`src/source/corr_cfg_pkg.sv`:
```
// Sizing constants and data types shared by the correlator datapath; import where needed.

package corr_cfg_pkg;

  ////////////////////////////////////////////////////////////////////////////
  // sizing
  ////////////////////////////////////////////////////////////////////////////

  // parallel sample streams carried in one input word
  localparam int NUM_LANES = 4;

  // signed input sample
  localparam int SAMPLE_WIDTH = 6;

  // partial sums stay well inside this for 8 taps of 6-bit samples
  localparam int ACC_WIDTH = 12;

  // one lane field of the output word
  localparam int OUT_WIDTH = 16;

  localparam int LANE_WIDTH = $clog2(NUM_LANES);

  ////////////////////////////////////////////////////////////////////////////
  // types
  ////////////////////////////////////////////////////////////////////////////

  typedef logic signed [SAMPLE_WIDTH-1:0] sample_t;

  typedef logic signed [ACC_WIDTH-1:0] acc_t;

  typedef logic signed [OUT_WIDTH-1:0] out_t;

  typedef logic [LANE_WIDTH-1:0] lane_t;

  // lane 0 sits in the low bits
  typedef sample_t [NUM_LANES-1:0] in_word_t;

  typedef out_t [NUM_LANES-1:0] out_word_t;

endpackage

```
`src/source/corr_taps_pkg.sv`:
```
// Tap pattern type and the fixed table of correlator patterns; top level picks one entry.

package corr_taps_pkg;

  localparam int TAP_LENGTH = 8;

  localparam int NUM_PATTERNS = 4;

  // bit m belongs to tap m, which weights the sample from m words back
  // a 1 adds the sample and a 0 subtracts it
  typedef logic [TAP_LENGTH-1:0] tap_pattern_t;

  localparam tap_pattern_t TAP_PATTERNS [NUM_PATTERNS] = '{
    8'b1110_0010,
    8'b1011_0001,
    8'b0110_1101,
    // plain moving sum
    8'b1111_1111
  };

endpackage

```
`src/source/lane_mem.sv`:
```
// Small per-lane store with one write port and a combinational read; payload type is a parameter.

`timescale 1ns/1ns

module lane_mem
  import corr_cfg_pkg::*;
#(
  parameter type payload_t = acc_t,
  parameter int  DEPTH     = NUM_LANES
) (
  input  logic     clk,
  input  logic     reset,
  input  logic     wr_en,
  input  lane_t    wr_idx,
  input  payload_t wr_data,
  input  lane_t    rd_idx,
  output payload_t rd_data
);

  payload_t entries [DEPTH];

  // read sees the old entry on a same-cycle write to that lane
  assign rd_data = entries[rd_idx];

  always_ff @(posedge clk) begin
    if (reset) begin
      for (int i = 0; i < DEPTH; i++) begin
        entries[i] <= '0;
      end
    end else if (wr_en) begin
      entries[wr_idx] <= wr_data;
    end
  end

  // lane index width must cover every entry
  a_idx_range: assert property (
    @(posedge clk) disable iff (reset)
    wr_en |-> (int'(wr_idx) < DEPTH)
  ) else $error("write to lane outside the store");

endmodule

```
`src/source/lane_sequencer.sv`:
```
// Input side of the correlator; takes one word over valid/ready and issues its lanes in order.

`timescale 1ns/1ns

module lane_sequencer
  import corr_cfg_pkg::*;
(
  input  logic     clk,
  input  logic     reset,
  input  logic     s_valid,
  output logic     s_ready,
  input  in_word_t s_data,
  input  logic     stall,
  output logic     lane_valid,
  output sample_t  lane_sample,
  output lane_t    lane_idx,
  output logic     lane_last
);

  localparam lane_t LAST_LANE = lane_t'(NUM_LANES - 1);

  in_word_t word_q;
  lane_t    lane_cnt;
  logic     busy;
  logic     armed;
  logic     accept;

  ////////////////////////////////////////////////////////////////////////////
  // lane issue
  ////////////////////////////////////////////////////////////////////////////

  assign lane_valid  = busy & ~stall;
  assign lane_idx    = lane_cnt;
  assign lane_sample = word_q[lane_cnt];
  assign lane_last   = busy & (lane_cnt == LAST_LANE);

  // a new word may land while the last lane of the current one goes out
  assign s_ready = armed & ~stall & (~busy | lane_last);
  assign accept  = s_valid & s_ready;

  // held low for the first cycle out of reset
  always_ff @(posedge clk) begin
    if (reset) begin
      armed <= 1'b0;
    end else begin
      armed <= 1'b1;
    end
  end

  always_ff @(posedge clk) begin
    if (reset) begin
      busy     <= 1'b0;
      lane_cnt <= '0;
    end else if (accept) begin
      busy     <= 1'b1;
      lane_cnt <= '0;
    end else if (lane_valid) begin
      if (lane_last) begin
        busy     <= 1'b0;
        lane_cnt <= '0;
      end else begin
        lane_cnt <= lane_cnt + 1'b1;
      end
    end
  end

  // sample word
  always_ff @(posedge clk) begin
    if (accept) begin
      word_q <= s_data;
    end
  end

  ////////////////////////////////////////////////////////////////////////////
  // checks
  ////////////////////////////////////////////////////////////////////////////

  // a stalled or idle cycle must leave the lane pointer where it was
  a_idx_hold: assert property (
    @(posedge clk) disable iff (reset)
    !lane_valid |=> $stable(lane_idx)
  ) else $error("lane_idx moved without a lane strobe");

endmodule

```
`src/source/bit_correlator.sv`:
```
// Shared time-multiplexed correlator core; one partial sum per lane at every tap stage.

`timescale 1ns/1ns

module bit_correlator
  import corr_cfg_pkg::*;
  import corr_taps_pkg::*;
#(
  parameter tap_pattern_t PATTERN = TAP_PATTERNS[0]
) (
  input  logic    clk,
  input  logic    reset,
  input  logic    lane_valid,
  input  sample_t lane_sample,
  input  lane_t   lane_idx,
  input  logic    lane_last,
  output logic    res_valid,
  output acc_t    res_value,
  output lane_t   res_idx,
  output logic    res_last
);

  acc_t sample_ext;

  // stage_in[n] is what stage n got from stage n-1 on the lane's previous word
  acc_t stage_in  [TAP_LENGTH];
  acc_t stage_sum [TAP_LENGTH];

  assign sample_ext = acc_t'(lane_sample);

  ////////////////////////////////////////////////////////////////////////////
  // transposed tap chain
  ////////////////////////////////////////////////////////////////////////////

  // stage n applies tap TAP_LENGTH-1-n so the last stage carries tap 0
  // and the oldest sample has already walked through every other stage
  assign stage_in[0] = '0;

  for (genvar n = 0; n < TAP_LENGTH; n++) begin : g_stage
    localparam int TAP = TAP_LENGTH - 1 - n;

    assign stage_sum[n] = PATTERN[TAP] ? stage_in[n] + sample_ext
                                       : stage_in[n] - sample_ext;
  end

  // partial sums wait here for the same lane's next word
  for (genvar k = 0; k < TAP_LENGTH - 1; k++) begin : g_mem
    lane_mem #(
      .payload_t (acc_t),
      .DEPTH     (NUM_LANES)
    ) u_sum_mem (
      .clk     (clk),
      .reset   (reset),
      .wr_en   (lane_valid),
      .wr_idx  (lane_idx),
      .wr_data (stage_sum[k]),
      .rd_idx  (lane_idx),
      .rd_data (stage_in[k+1])
    );
  end

  ////////////////////////////////////////////////////////////////////////////
  // result register
  ////////////////////////////////////////////////////////////////////////////

  always_ff @(posedge clk) begin
    if (reset) begin
      res_valid <= 1'b0;
      res_last  <= 1'b0;
    end else begin
      res_valid <= lane_valid;
      res_last  <= lane_valid & lane_last;
    end
  end

  always_ff @(posedge clk) begin
    res_value <= stage_sum[TAP_LENGTH-1];
    res_idx   <= lane_idx;
  end

  // one cycle through the core with the lane tag carried along
  a_latency: assert property (
    @(posedge clk) disable iff (reset)
    lane_valid |=> res_valid && (res_idx == $past(lane_idx))
  ) else $error("result strobe missing one cycle after lane strobe");

endmodule

```
`src/source/result_packer.sv`:
```
// Output side; gathers lane results of one word and presents the packed word over valid/ready.

`timescale 1ns/1ns

module result_packer
  import corr_cfg_pkg::*;
(
  input  logic      clk,
  input  logic      reset,
  input  logic      res_valid,
  input  acc_t      res_value,
  input  lane_t     res_idx,
  input  logic      res_last,
  output logic      stall,
  output logic      m_valid,
  input  logic      m_ready,
  output out_word_t m_data
);

  out_t      rd_data;
  logic      drain_valid;
  lane_t     drain_idx;
  logic      drain_last;
  out_word_t gather_word;
  out_word_t gather_next;
  logic      word_full;
  logic      out_free;

  ////////////////////////////////////////////////////////////////////////////
  // collection
  ////////////////////////////////////////////////////////////////////////////

  // results land sign-extended and are read back the next cycle
  lane_mem #(
    .payload_t (out_t),
    .DEPTH     (NUM_LANES)
  ) u_collect (
    .clk     (clk),
    .reset   (reset),
    .wr_en   (res_valid),
    .wr_idx  (res_idx),
    .wr_data (out_t'(res_value)),
    .rd_idx  (drain_idx),
    .rd_data (rd_data)
  );

  always_ff @(posedge clk) begin
    if (reset) begin
      drain_valid <= 1'b0;
      drain_last  <= 1'b0;
    end else begin
      drain_valid <= res_valid;
      drain_last  <= res_valid & res_last;
    end
  end

  always_ff @(posedge clk) begin
    drain_idx <= res_idx;
  end

  // gathered fields plus the one coming out of the store this cycle
  always_comb begin
    gather_next = gather_word;
    if (drain_valid) begin
      gather_next[drain_idx] = rd_data;
    end
  end

  always_ff @(posedge clk) begin
    gather_word <= gather_next;
  end

  ////////////////////////////////////////////////////////////////////////////
  // output register
  ////////////////////////////////////////////////////////////////////////////

  assign out_free = ~m_valid | m_ready;

  // hold the sequencer once a finished word has nowhere to go
  assign stall = ~out_free & ((res_valid & res_last) | drain_last | word_full);

  always_ff @(posedge clk) begin
    if (reset) begin
      m_valid   <= 1'b0;
      word_full <= 1'b0;
    end else begin
      if (out_free) begin
        m_valid <= drain_last | word_full;
      end
      if (drain_last && !out_free) begin
        word_full <= 1'b1;
      end else if (out_free) begin
        word_full <= 1'b0;
      end
    end
  end

  always_ff @(posedge clk) begin
    if (out_free && (drain_last || word_full)) begin
      m_data <= gather_next;
    end
  end

  // back-pressure holds the word steady
  a_hold: assert property (
    @(posedge clk) disable iff (reset)
    m_valid && !m_ready |=> m_valid && $stable(m_data)
  ) else $error("output word changed under back-pressure");

  // the sequencer must have stopped in time for a waiting word
  a_no_overrun: assert property (
    @(posedge clk) disable iff (reset)
    word_full |-> !drain_valid
  ) else $error("lane result arrived over a waiting word");

endmodule

```
`src/source/corr_top.sv`:
```
// Top level of the multi-lane bit correlator; connects sequencer, core and packer.

`timescale 1ns/1ns

module corr_top
  import corr_cfg_pkg::*;
  import corr_taps_pkg::*;
#(
  parameter int PATTERN_SEL = 0
) (
  input  logic      clk,
  input  logic      reset,
  input  logic      s_valid,
  output logic      s_ready,
  input  in_word_t  s_data,
  output logic      m_valid,
  input  logic      m_ready,
  output out_word_t m_data
);

  // sequencer to core
  logic    lane_valid;
  sample_t lane_sample;
  lane_t   lane_idx;
  logic    lane_last;

  // core to packer
  logic    res_valid;
  acc_t    res_value;
  lane_t   res_idx;
  logic    res_last;

  logic    stall;

  lane_sequencer u_seq (
    .clk         (clk),
    .reset       (reset),
    .s_valid     (s_valid),
    .s_ready     (s_ready),
    .s_data      (s_data),
    .stall       (stall),
    .lane_valid  (lane_valid),
    .lane_sample (lane_sample),
    .lane_idx    (lane_idx),
    .lane_last   (lane_last)
  );

  bit_correlator #(
    .PATTERN (TAP_PATTERNS[PATTERN_SEL])
  ) u_core (
    .clk         (clk),
    .reset       (reset),
    .lane_valid  (lane_valid),
    .lane_sample (lane_sample),
    .lane_idx    (lane_idx),
    .lane_last   (lane_last),
    .res_valid   (res_valid),
    .res_value   (res_value),
    .res_idx     (res_idx),
    .res_last    (res_last)
  );

  result_packer u_pack (
    .clk       (clk),
    .reset     (reset),
    .res_valid (res_valid),
    .res_value (res_value),
    .res_idx   (res_idx),
    .res_last  (res_last),
    .stall     (stall),
    .m_valid   (m_valid),
    .m_ready   (m_ready),
    .m_data    (m_data)
  );

endmodule

```
`config.mk`:
```
export PLATFORM = sky130hd
export DESIGN_NAME = corr_top
export DESIGN_NICKNAME = d
export VERILOG_FILES = /design/src/source/corr_cfg_pkg.sv /design/src/source/corr_taps_pkg.sv /design/src/source/lane_mem.sv /design/src/source/lane_sequencer.sv /design/src/source/bit_correlator.sv /design/src/source/result_packer.sv /design/src/source/corr_top.sv
export SDC_FILE = /design/constraint.sdc
export NUM_CORES = 1
export LEC_CHECK = 0
export BUFFER_PORTS_ARGS = -buffer_cell sky130_fd_sc_hd__buf_2
export CAP_MARGIN = 40
export CORE_MARGIN = 10
export CORE_UTILIZATION = 50
export CTS_BUF_LIST = sky130_fd_sc_hd__clkbuf_2
export DETAILED_ROUTE_END_ITERATION = 16
export PLACE_DENSITY = 0.67
export SLEW_MARGIN = 40
export SYNTH_ARGS = -nofsm -noshare
export SYNTH_HDL_FRONTEND = slang
export SYNTH_SLANG_ARGS = --single-unit
```
`constraint.sdc`:
```
create_clock -name clk -period 22.3 [get_ports clk]
set_clock_uncertainty 0.1 [all_clocks]
set_input_delay 4.46 -clock clk [delete_from_list [all_inputs] [get_ports clk]]
set_output_delay 4.46 -clock clk [all_outputs]
set_load 0.03 [all_outputs]
```
# Yosys cells after proc, flatten, opt, wreduce, memory -nomap -nowiden
# Memory sizes are Yosys's and may differ from the RTL's. A register that Yosys moved wholly into a read port is not among the register bits.
# Index checks and enable logic that the tools add are counted.
totals:
  register_bits: 178
  mem_bits_rw: 400
  out_inout_bits: 66
  elab_cells: 138
  mem_count: 8
mem_list:
  columns: ["name", "depth", "width", "read_ports", "rd_ports_with_merged_regs", "write_ports", "line", "source"]
  rows:
  - ["u_pack.u_collect.entries", 4, 16, 1, 1, 4, "lane_mem.sv:20", "payload_t entries [DEPTH];"]
  - ["u_core.g_mem[0].u_sum_mem.entries", 4, 12, 1, 1, 4, "lane_mem.sv:20", null]
  - ["u_core.g_mem[1].u_sum_mem.entries", 4, 12, 1, 1, 4, "lane_mem.sv:20", null]
  - ["u_core.g_mem[2].u_sum_mem.entries", 4, 12, 1, 1, 4, "lane_mem.sv:20", null]
  - ["u_core.g_mem[3].u_sum_mem.entries", 4, 12, 1, 1, 4, "lane_mem.sv:20", null]
  - ["u_core.g_mem[4].u_sum_mem.entries", 4, 12, 1, 1, 4, "lane_mem.sv:20", null]
  - ["2 more memories", null, null, null, null, null, null, null]
classes:
  n_addsub: 8
  n_lt_le_gt_ge: 3
  eq_ne: 1
  mux: 59
  bitwise_logic: 17
  n_reduce_logical: 18
ops:
  columns: ["op", "n"]
  rows:
  - ["12-bit two-way mux", 7]
  - ["12-bit OR reduction", 7]
  - ["64-bit bitwise mux", 1]
  - ["64-bit two-way mux", 1]
  - ["12-bit by 6-bit subtractor with 12-bit output", 4]
  - ["2-bit two-way mux", 23]
  - ["12-bit by 6-bit adder with 12-bit output", 3]
  - ["16-bit demux with 2-bit select", 1]
  - ["16-bit two-way mux", 2]
  - ["1-bit two-way mux", 22]
  - ["16-bit OR reduction", 1]
  - ["6-bit binary-select mux with 2-bit select", 1]
  - ["1-bit AND", 8]
  - ["2-bit by 3-bit < comparator with 1-bit output (second input constant)", 2]
  - ["6-bit two-way mux", 1]
  - ["2-bit nonzero test", 3]
  - ["1-bit bitwise OR", 5]
  - ["1-bit NOT", 4]
  - ["1-bit logical AND", 3]
  - ["2-bit by 1-bit adder with 2-bit output (second input constant)", 1]
  - ["2-bit == test (second input constant)", 1]
  - ["2-bit by 1-bit >= comparator with 1-bit output (second input constant)", 1]
  - ["2-bit AND reduction", 1]
  - ["2-bit OR reduction", 1]
  - ["other kinds (2)", 2]

# Depth between registers and ports, before layout
# Gate-level depths: netlist (run 1).
depth:
  depth_word: 11
  depth_mapped: 13
  mapped_depth_nobuf: 10

# Cells and area by module
# From an unflattened synthesis (run 1), not the netlist that was laid out.
hier_totals:
  cells_unflattened: 1767
  area_unflattened_um2: 27143.5
modules_own_cells:
  columns: ["module", "n_inst", "cells_each", "area_per_inst_um2", "seq_area_each_um2"]
  rows:
  - ["lane_mem at u_core.g_mem[0].u_sum_mem ...", 6, 125, 2199.6, 1441.4]
  - ["result_packer", 1, 215, 4179.0, 3323.2]
  - ["bit_correlator", 1, 465, 3708.6, 320.3]
  - ["lane_mem at u_pack.u_collect", 1, 162, 2836.5, 1921.8]
  - ["lane_mem at u_core.g_mem[1].u_sum_mem", 1, 124, 2164.6, 1441.4]
  - ["lane_sequencer", 1, 51, 1057.3, 800.8]

# Least setup slack after synthesis (run 1)
# OpenSTA, ideal clock, no wires.
synth_timing:
  kind: "input port to flip-flop"
  from: "input port m_ready"
  to: "memory u_core.g_mem[0].u_sum_mem.entries[3][0] (netlist bit), enable pin"
  setup_ps: 622
  arrival_time_ps: 10375
  required_ps: 21578
  slack_ps: 11204
  path_stages: 3
  n_path_buf: 0
  path_cell_list: "nand2b_1 > o21ai_0 > o21ai_0"
synth_lines:
  columns: ["item", "line", "source"]
  rows:
  - ["from (decl)", "corr_top.sv:17", "input logic m_ready,"]
  - ["to (decl)", "lane_mem.sv:20", null]

# Final worst setup path (run 1)
layout_timing:
  from: "input port m_ready"
  to: "output port s_ready"
layout_via:
  elab_chain_cells: 6
layout_rtl:
  columns: ["item", "line", "source"]
  rows:
  - ["1-bit bitwise OR", "result_packer.sv:77", "assign out_free = ~m_valid | m_ready;"]
  - ["1-bit NOT", "result_packer.sv:80", "assign stall = ~out_free & ((res_valid & res_last) | drain_last | word_full);"]
  - ["1-bit AND", "result_packer.sv:80", null]
  - ["1-bit NOT", "lane_sequencer.sv:38", "assign s_ready = armed & ~stall & (~busy | lane_last);"]
  - ["1-bit AND (2 in a row)", "lane_sequencer.sv:38", null]
  - ["to (decl)", "corr_top.sv:14", "output logic s_ready,"]
# No other way between the ends.

==> flow_summary_export.csv, run 1 <==
group,metric,value,unit
detailed_routing,drt-total-wl,49700,um
clock_tree,root_buffer,"clkbuf_2",
yosys,synth-edff-count,448,
placement,dp_worst_setup_slack,12.39,ns
detailed_routing,wl_per_cell,19.2,um
worst_hold_path,min_delay_path_depth,2,
final_layout,fillers,3880,
worst_setup_path,cp-startpoint,"m_ready",
worst_setup_path,reg2reg_depth,9,
yosys,syn_area,0.0236,mm2
global_routing,grt_antenna_before_repair,1,
power_and_ir_drop,comb_power_share,0.135,
power_and_ir_drop,p_clk_frac,0.317,
global_routing,grt_pass1_vias,14700,
floorplan,fp.dieW,237,um
worst_setup_path,cp.required,17.74,ns
clock_tree,cts_buffers,137,
final_layout,drive_gt1_frac,0.239,
worst_setup_path,crit_path_start_kind,"input pin",
yosys,ys_types,54,
global_routing,grt_pass1_wl,78300,um
detailed_routing,antenna_left,0,
sta,final-setup-viol-count,0,
final_layout,fin_nets,1993,
yosys,synth-seq-cells,540,
floorplan,fp.dieH,237,um
sta,setup-tns-final,0,ns
detailed_routing,vias,14100,
yosys,ys_seq_area_frac,0.649,
detailed_routing,avgViaCountPerCell,5.46,
sta,maxSlewViolCount,0,
clock_tree,cts_max_level,4,
global_routing,grt_max_degree,66,
power_and_ir_drop,p_seq_frac,0.548,
floorplan,coreArea,0.0466,mm2
placement,dp_hpwl,29700,um
yosys,yosys_warnings,0,
sta,tightest_slew,0.781,ns
clock_tree,cts_tree,"built",
status,status,"complete, no violations",
final_layout,layout.cells.non_filler,2589,
final_layout,area_growth,10.7,%
final_layout,post-route-util,0.560,
power_and_ir_drop,switching_share,0.277,
floorplan,start_util,0.506,
worst_setup_path,end_kind,"output pin",
floorplan,ios,94,
power_and_ir_drop,intPower,1550,uW
global_routing,grt_usage,0.177,
worst_hold_path,hp-class,"reg -> reg",
placement,gp_congestion,0.815,
floorplan,rows,79,
power_and_ir_drop,power.leakage,0.0104,uW
global_routing,gr-total-overflow,0,
sta,max_freq,0.101,GHz
worst_setup_path,worstPathMaxFanout,7,
worst_hold_path,hold_path_startpoint,"u_pack.gather_word[25]$_DFF_P_",
worst_setup_path,cp_data_arrival_time,5.37,ns
worst_setup_path,path_class,"in -> out",
detailed_routing,drt_first_pass_iters,5,
placement,io_buffers,93,
sta,post-route-min-period,9.93,ns
sta,hold_viol,0,
sta,fin_crit_sh,0.445,
clock_tree,clockBufferDepth,3,
yosys,synth_cells,1698,
clock_tree,clk_pin_slew,0.10,ns
clock_tree,postCtsHoldBufs,0,
sta,setup_ws,12.37,ns
yosys,syn_avg_cell_area,13.9,um2
yosys,synthFlopType,"edfxtp_1",
power_and_ir_drop,finalPower,2140,uW
floorplan,dieArea,0.0562,mm2
detailed_routing,drc,0,
power_and_ir_drop,peakVddDrop,0.0469,mV
flow_run,cap_violations,0,
power_and_ir_drop,pwr_density_cell,82.1,mW/mm2
yosys,syn_nets,1806,
clock_tree,postCtsSetupRepairBufs,0,
clock_tree,cts-resized-gates,0,
clock_tree,clkLatencyLatePin,1.12,ns
yosys,async_reset_ff_frac,0,
detailed_routing,drt_iter0_drc,890,
clock_tree,cts_sinks,540,
placement,place_inst,2353,
sta,max_slew_margin,0.474,
power_and_ir_drop,p_sw,593,uW
sta,rsz0062_at_grt,"no",
==> worst max-delay path: stages <==
cell and delay, ns:
buf_2 0.09, nand2b_1 0.28, o221a_2 0.35, buf_2 0.19
==> layout by cell type, fill, tap and decap left out, types with 5 or more instances in the layout <==
cell type	Yosys	final
edfxtp_1	448	448
nor2_1	234	234
clkbuf_2	0	204
nand2_1	154	149
buf_2	15	93
dfxtp_1	92	90
mux4_2	80	80
and2_1	77	77
ha_1	73	73
nor3_1	51	49
a21oi_1	49	48
inv_1	38	37
o21ai_0	36	35
and3_1	27	27
mux2_2	26	26
xnor2_1	25	25
o21a_1	23	22
mux2i_1	18	18
xor2_1	18	18
clkinv_1	1	16
buf_4	0	16
a21o_1	14	14
a211oi_1	13	13
o21bai_1	13	13
nor2b_1	13	13
nor3b_1	12	9
o31a_1	8	8
buf_6	2	8
a21boi_0	7	7
nand3_1	7	7
fa_1	7	7
a221oi_1	6	6
or2_2	6	6
inv_2	0	5
or3_1	5	5
and4_1	5	5
a2111o_1	5	5
==> layout make-up <==
cell class                 count  area, um2  area share
sequential                   540      15300       0.587
multi-input combinational   1049       7900       0.303
clock buffer                 204       1020      0.0392
tap                          607        759      0.0291
timing repair buffer         118        696      0.0267
clock inverter                31        243     0.00931
inverter                      39        146     0.00561
antenna                        1       2.50   0.0000960
==> power by group through the flow <==
stage	clock network (uW)	logic, uW	registers (uW)
floorplan	0	219	1180
global placement	0	280	1200
detailed placement	0	289	1200
CTS	698	290	1180
global route	752	323	1180
finish	678	290	1170
==> synthesized netlist by cell type, drive strengths merged (2+ instances only) <==
library cell  count  share of area
nor3b            12         0.0038
o211ai            2        0.00064
nor2b            13         0.0035
fa                7         0.0059
a31oi             2        0.00053
or2               6         0.0016
o21bai           13         0.0041
mux2i            18         0.0076
or3b              2        0.00074
mux2             26          0.012
xor2             18         0.0067
o311ai            3         0.0011
dfxtp            92          0.078
o21ai            40         0.0085
edfxtp          448           0.57
o21a             23         0.0073
nand2b            4         0.0011
and3b             3         0.0011
a2111o            5         0.0024
o22ai             4         0.0019
a21o             14         0.0045
o31a              8         0.0030
a21oi            49          0.010
xnor2            25         0.0093
nor3             51          0.011
or3               6         0.0018
nor2            234          0.037
ha               73          0.039
a221oi            6         0.0022
a21boi            7         0.0022
clkbuf           50         0.0080
a211oi           14         0.0047
nand3b            4         0.0013
nand2           154          0.025
buf              20         0.0046
and4              5         0.0019
and3             27         0.0072
and2             77          0.020
mux4             80          0.076
inv              38         0.0061
a2111oi           2        0.00074
nand3             7         0.0015
==> final timing paths <==
| path | slack [ns] | to |
|---|---|---|
| max | 12.37 | s_ready |
| min | 0.35 | u_pack.gather_word[25]$_DFF_P_ |
| min reg2reg | 0.35 | u_pack.gather_word[25]$_DFF_P_ |
| max reg2reg | 17.67 | u_core.g_mem[6].u_sum_mem.entries[1][11]$_SDFFCE_PN0P_ |
==> flip-flops by register name (all words and copies together), names as in the netlist, named ones only <==
signal                          flops
u_core.res_valid                    1
u_seq.busy                          1
u_pack.drain_idx                    2
u_pack.gather_word                 64
u_seq.armed                         1
u_pack.u_collect.entries           48
u_core.res_idx                      2
u_pack.drain_valid                  1
u_pack.drain_last                   1
u_core.res_value                   12
u_seq.lane_idx                      2
u_pack.m_valid                      1
u_pack.word_full                    1
u_core.g_mem.u_sum_mem.entries    312
u_seq.word_q                       24
u_pack.m_data                      64
u_core.res_last                     1
==> metal layers <==
metal  vias to the layer above  global-route usage  part of all wire
li1                       6720                   -                 -
met1                      6942               0.207              0.40
met2                       378               0.303              0.52
met3                        85              0.0494             0.067
met4                         0              0.0656             0.019
met5                         -                   0                 0
==> cells by family (layout without fill, tap and decap cells) <==
group / count (synthesis) / after routing / synth area share
buffers and inverters: 109 / 392 / 0.0188
and+or+nand+nor: 608 / 608 / 0.119
xor gates and xnor gates: 43 / 43 / 0.0160
muxes: 124 / 124 / 0.0966
AOI/OAI and AO/OA: 194 / 194 / 0.0550
adders and majority gates: 80 / 80 / 0.0447
DFF: 540 / 540 / 0.649
other: 0 / 1 / 0
==> metrics by stage <==
stage	cell area [um2]	hold slack, ns
after floorplan	23600	0.253
after global placement	24700	0.295
after detailed placement	24800	0.319
after CTS	26100	0.327
after global routing	26100	0.350
final	26100	0.350
(Power assumes the default switching activity.)
==> inputs of run 2 (changes only) <==
--- a/config.mk
+++ b/config.mk
@@ -11,7 +11,7 @@
 export CORE_UTILIZATION = 50
 export CTS_BUF_LIST = sky130_fd_sc_hd__clkbuf_2
 export DETAILED_ROUTE_END_ITERATION = 16
-export PLACE_DENSITY = 0.67
+export PLACE_DENSITY = 0.69
 export SLEW_MARGIN = 40
 export SYNTH_ARGS = -nofsm -noshare
 export SYNTH_HDL_FRONTEND = slang
==> constraint.sdc (replaced) <==
create_clock -name clk -period 8.95 [get_ports clk]
set_clock_uncertainty 0.1 [all_clocks]
set_input_delay 1.79 -clock clk [delete_from_list [all_inputs] [get_ports clk]]
set_output_delay 1.79 -clock clk [all_outputs]
set_load 0.03 [all_outputs]
==> run 2 against run 1 <==
Effect of this change: worst hold slack worse by 0.037 ns; via count grew 0.36%; flip-flop and latch count stayed put; largest power group unchanged; sequential share of layout area up 0.12 points.
==> flow_summary_export.csv, run 2 (synthesis gave the netlist of run 1 again) <==
group,metric,value,unit
placement,gp_congestion,0.754,
sta,rsz0062_at_grt,"no",
worst_setup_path,crit_top_cell,"buf_2",
sta,holdWs,0.313,ns
floorplan,ios,94,
clock_tree,cts_max_level,4,
detailed_routing,antenna_left,0,
clock_tree,root_buffer,"clkbuf_2",
power_and_ir_drop,p_sw,1450,uW
sta,fin_crit_sh,0.505,
worst_setup_path,cp_data_arrival_time,2.63,ns
power_and_ir_drop,intPower,3820,uW
power_and_ir_drop,finalPower,5270,uW
final_layout,drive_gt1_frac,0.237,
clock_tree,cts_tree,"built",
floorplan,fp.dieH,237,um
power_and_ir_drop,switching_share,0.275,
final_layout,largest_register_ff_count,312,
final_layout,multi_input_area,0.00791,mm2
final_layout,post-route-util,0.559,
sta,max_slew_margin,0.437,
flow_run,cap_violations,0,
worst_hold_path,hp-class,"reg -> reg",
floorplan,dieArea,0.0562,mm2
sta,post-route-min-period,4.52,ns
floorplan,coreArea,0.0466,mm2
detailed_routing,vias,14200,
sta,maxSlewViolCount,0,
sta,final-setup-viol-count,0,
power_and_ir_drop,p_clk_frac,0.308,
global_routing,grt_pass1_vias,14800,
final_layout,stdcell_area,0.0260,mm2
sta,max_freq,0.221,GHz
placement,io_buffers,93,
power_and_ir_drop,p_seq_frac,0.556,
sta,setup-tns-final,0,ns
placement,dp_hpwl,30000,um
clock_tree,cts_sinks,540,
floorplan,rows,79,
worst_setup_path,worstPathMaxFanout,7,
detailed_routing,drt_first_pass_iters,5,
sta,hold_viol,0,
global_routing,grt_usage,0.175,
global_routing,grt_max_degree,67,
detailed_routing,drt-total-wl,49500,um
power_and_ir_drop,pwr_density_cell,202,mW/mm2
clock_tree,postCtsHoldBufs,0,
global_routing,grt_antenna_before_repair,1,
final_layout,area_growth,10.5,%
worst_setup_path,crit_path_start_kind,"input pin",
power_and_ir_drop,comb_power_share,0.137,
worst_setup_path,crit_buf_inv,2,
power_and_ir_drop,peakVddDrop,0.111,mV
clock_tree,clk_pin_slew,0.10,ns
global_routing,gr-total-overflow,0,
floorplan,fp.dieW,237,um
power_and_ir_drop,power.leakage,0.0104,uW
worst_setup_path,end_kind,"output pin",
global_routing,grt_pass1_wl,77900,um
detailed_routing,drt_iter0_drc,989,
sta,tightest_slew,0.844,ns
floorplan,start_util,0.506,
final_layout,largestRegisters,"u_core.g_mem.u_sum_mem.entries (312), u_pack.gather_word (64), u_pack.m_data (64)",
final_layout,final_common_cell,"edfxtp_1",
clock_tree,clkLatencyLatePin,1.11,ns
clock_tree,cts_buffers,133,
worst_setup_path,max_stage_delay,0.32,ns
clock_tree,clockBufferDepth,3,
placement,place_area,0.0248,mm2
detailed_routing,avgViaCountPerCell,5.49,
final_layout,regMostFlops,"u_core.g_mem.u_sum_mem.entries",
final_layout,seq_area,0.0153,mm2
status,status,"complete, no violations",
worst_setup_path,cp_cell_sequence,"buf_2, nand2b_1, o221a_2, buf_2",
worst_setup_path,path_class,"in -> out",
detailed_routing,wl_per_cell,19.2,um
final_layout,fillers,3827,
final_layout,final_cell_mix,"448 x edfxtp_1, 233 x nor2_1, 203 x clkbuf_2",
final_layout,fin_nets,1989,
worst_setup_path,critPathSlowestCell,"o221a_2",
clock_tree,cts-resized-gates,0,
detailed_routing,drc,0,
clock_tree,postCtsSetupRepairBufs,0,
worst_setup_path,cp.required,7.06,ns
worst_setup_path,cp_top_family,"compound AO/OA/AOI/OAI gates",
## run 2: cell types whose count changed in the layout (fill, tap and decap cells not counted), moves of 2 or more
cell	before	now
clkinvlp_4	3	1
inv_2	5	8
clkinv_2	4	0
buf_6	8	5
buf_12	1	3
## run 2: worst register-to-register path, delay by kind of cell (launching register included)
family,cells,cell delay (ns)
compound gates,5,1.81
flops,1,0.76
buf+inv,1,0.69
mux,1,0.47
fa+ha+maj,1,0.32
## run 2: path summary, 6_finish.rpt
kind	startpoint	endpoint	slack, ns	depth (start not counted)
hold reg to reg	u_core.res_idx[0]$_DFF_P_	u_pack.drain_idx[0]$_DFF_P_	0.31	0
setup reg to reg	flip-flop	u_core.g_mem[6].u_sum_mem.entries[0][11]$_SDFFCE_PN0P_	4.61	8
setup / recovery	m_ready	s_ready	4.43	4
hold / removal	u_core.res_idx[0]$_DFF_P_	u_pack.drain_idx[0]$_DFF_P_	0.31	0
## run 2: metrics by stage
step           std cells  setup WS, ns
3_3_place_gp        2348          3.32
2_1_floorplan       1698         0.524
5_1_grt             2583          4.36
4_1_cts             2581          4.21
6_report            2583          4.43
3_5_place_dp        2352          3.47
## run 2: power by group through the flow
| stage | registers [uW] | logic [uW] | clock network [uW] |
|---|---|---|---|
| final | 2930 | 720 | 1620 |
| after global routing | 2940 | 798 | 1800 |
| after CTS | 2930 | 720 | 1670 |
| after detailed placement | 2990 | 715 | 0 |
| after global placement | 2980 | 689 | 0 |
| after floorplan | 2950 | 546 | 0 |
## run 2: per-layer routing
layer  vias up  part of all wire  track usage
met5         -                 0            0
met4         0             0.026       0.0716
met3        90             0.066       0.0458
met2       415              0.52        0.304
met1      6952              0.39        0.203
li1       6719                 -            -
## run 2: area by class of cell
| cell class | instances | share of cell area |
|---|---|---|
| inverter | 39 | 0.00563 |
| tap | 607 | 0.0292 |
| clock buffer | 203 | 0.0390 |
| antenna | 1 | 0.0000962 |
| multi-input combinational | 1049 | 0.304 |
| sequential | 540 | 0.588 |
| timing repair buffer | 118 | 0.0273 |
| clock inverter | 26 | 0.00692 |
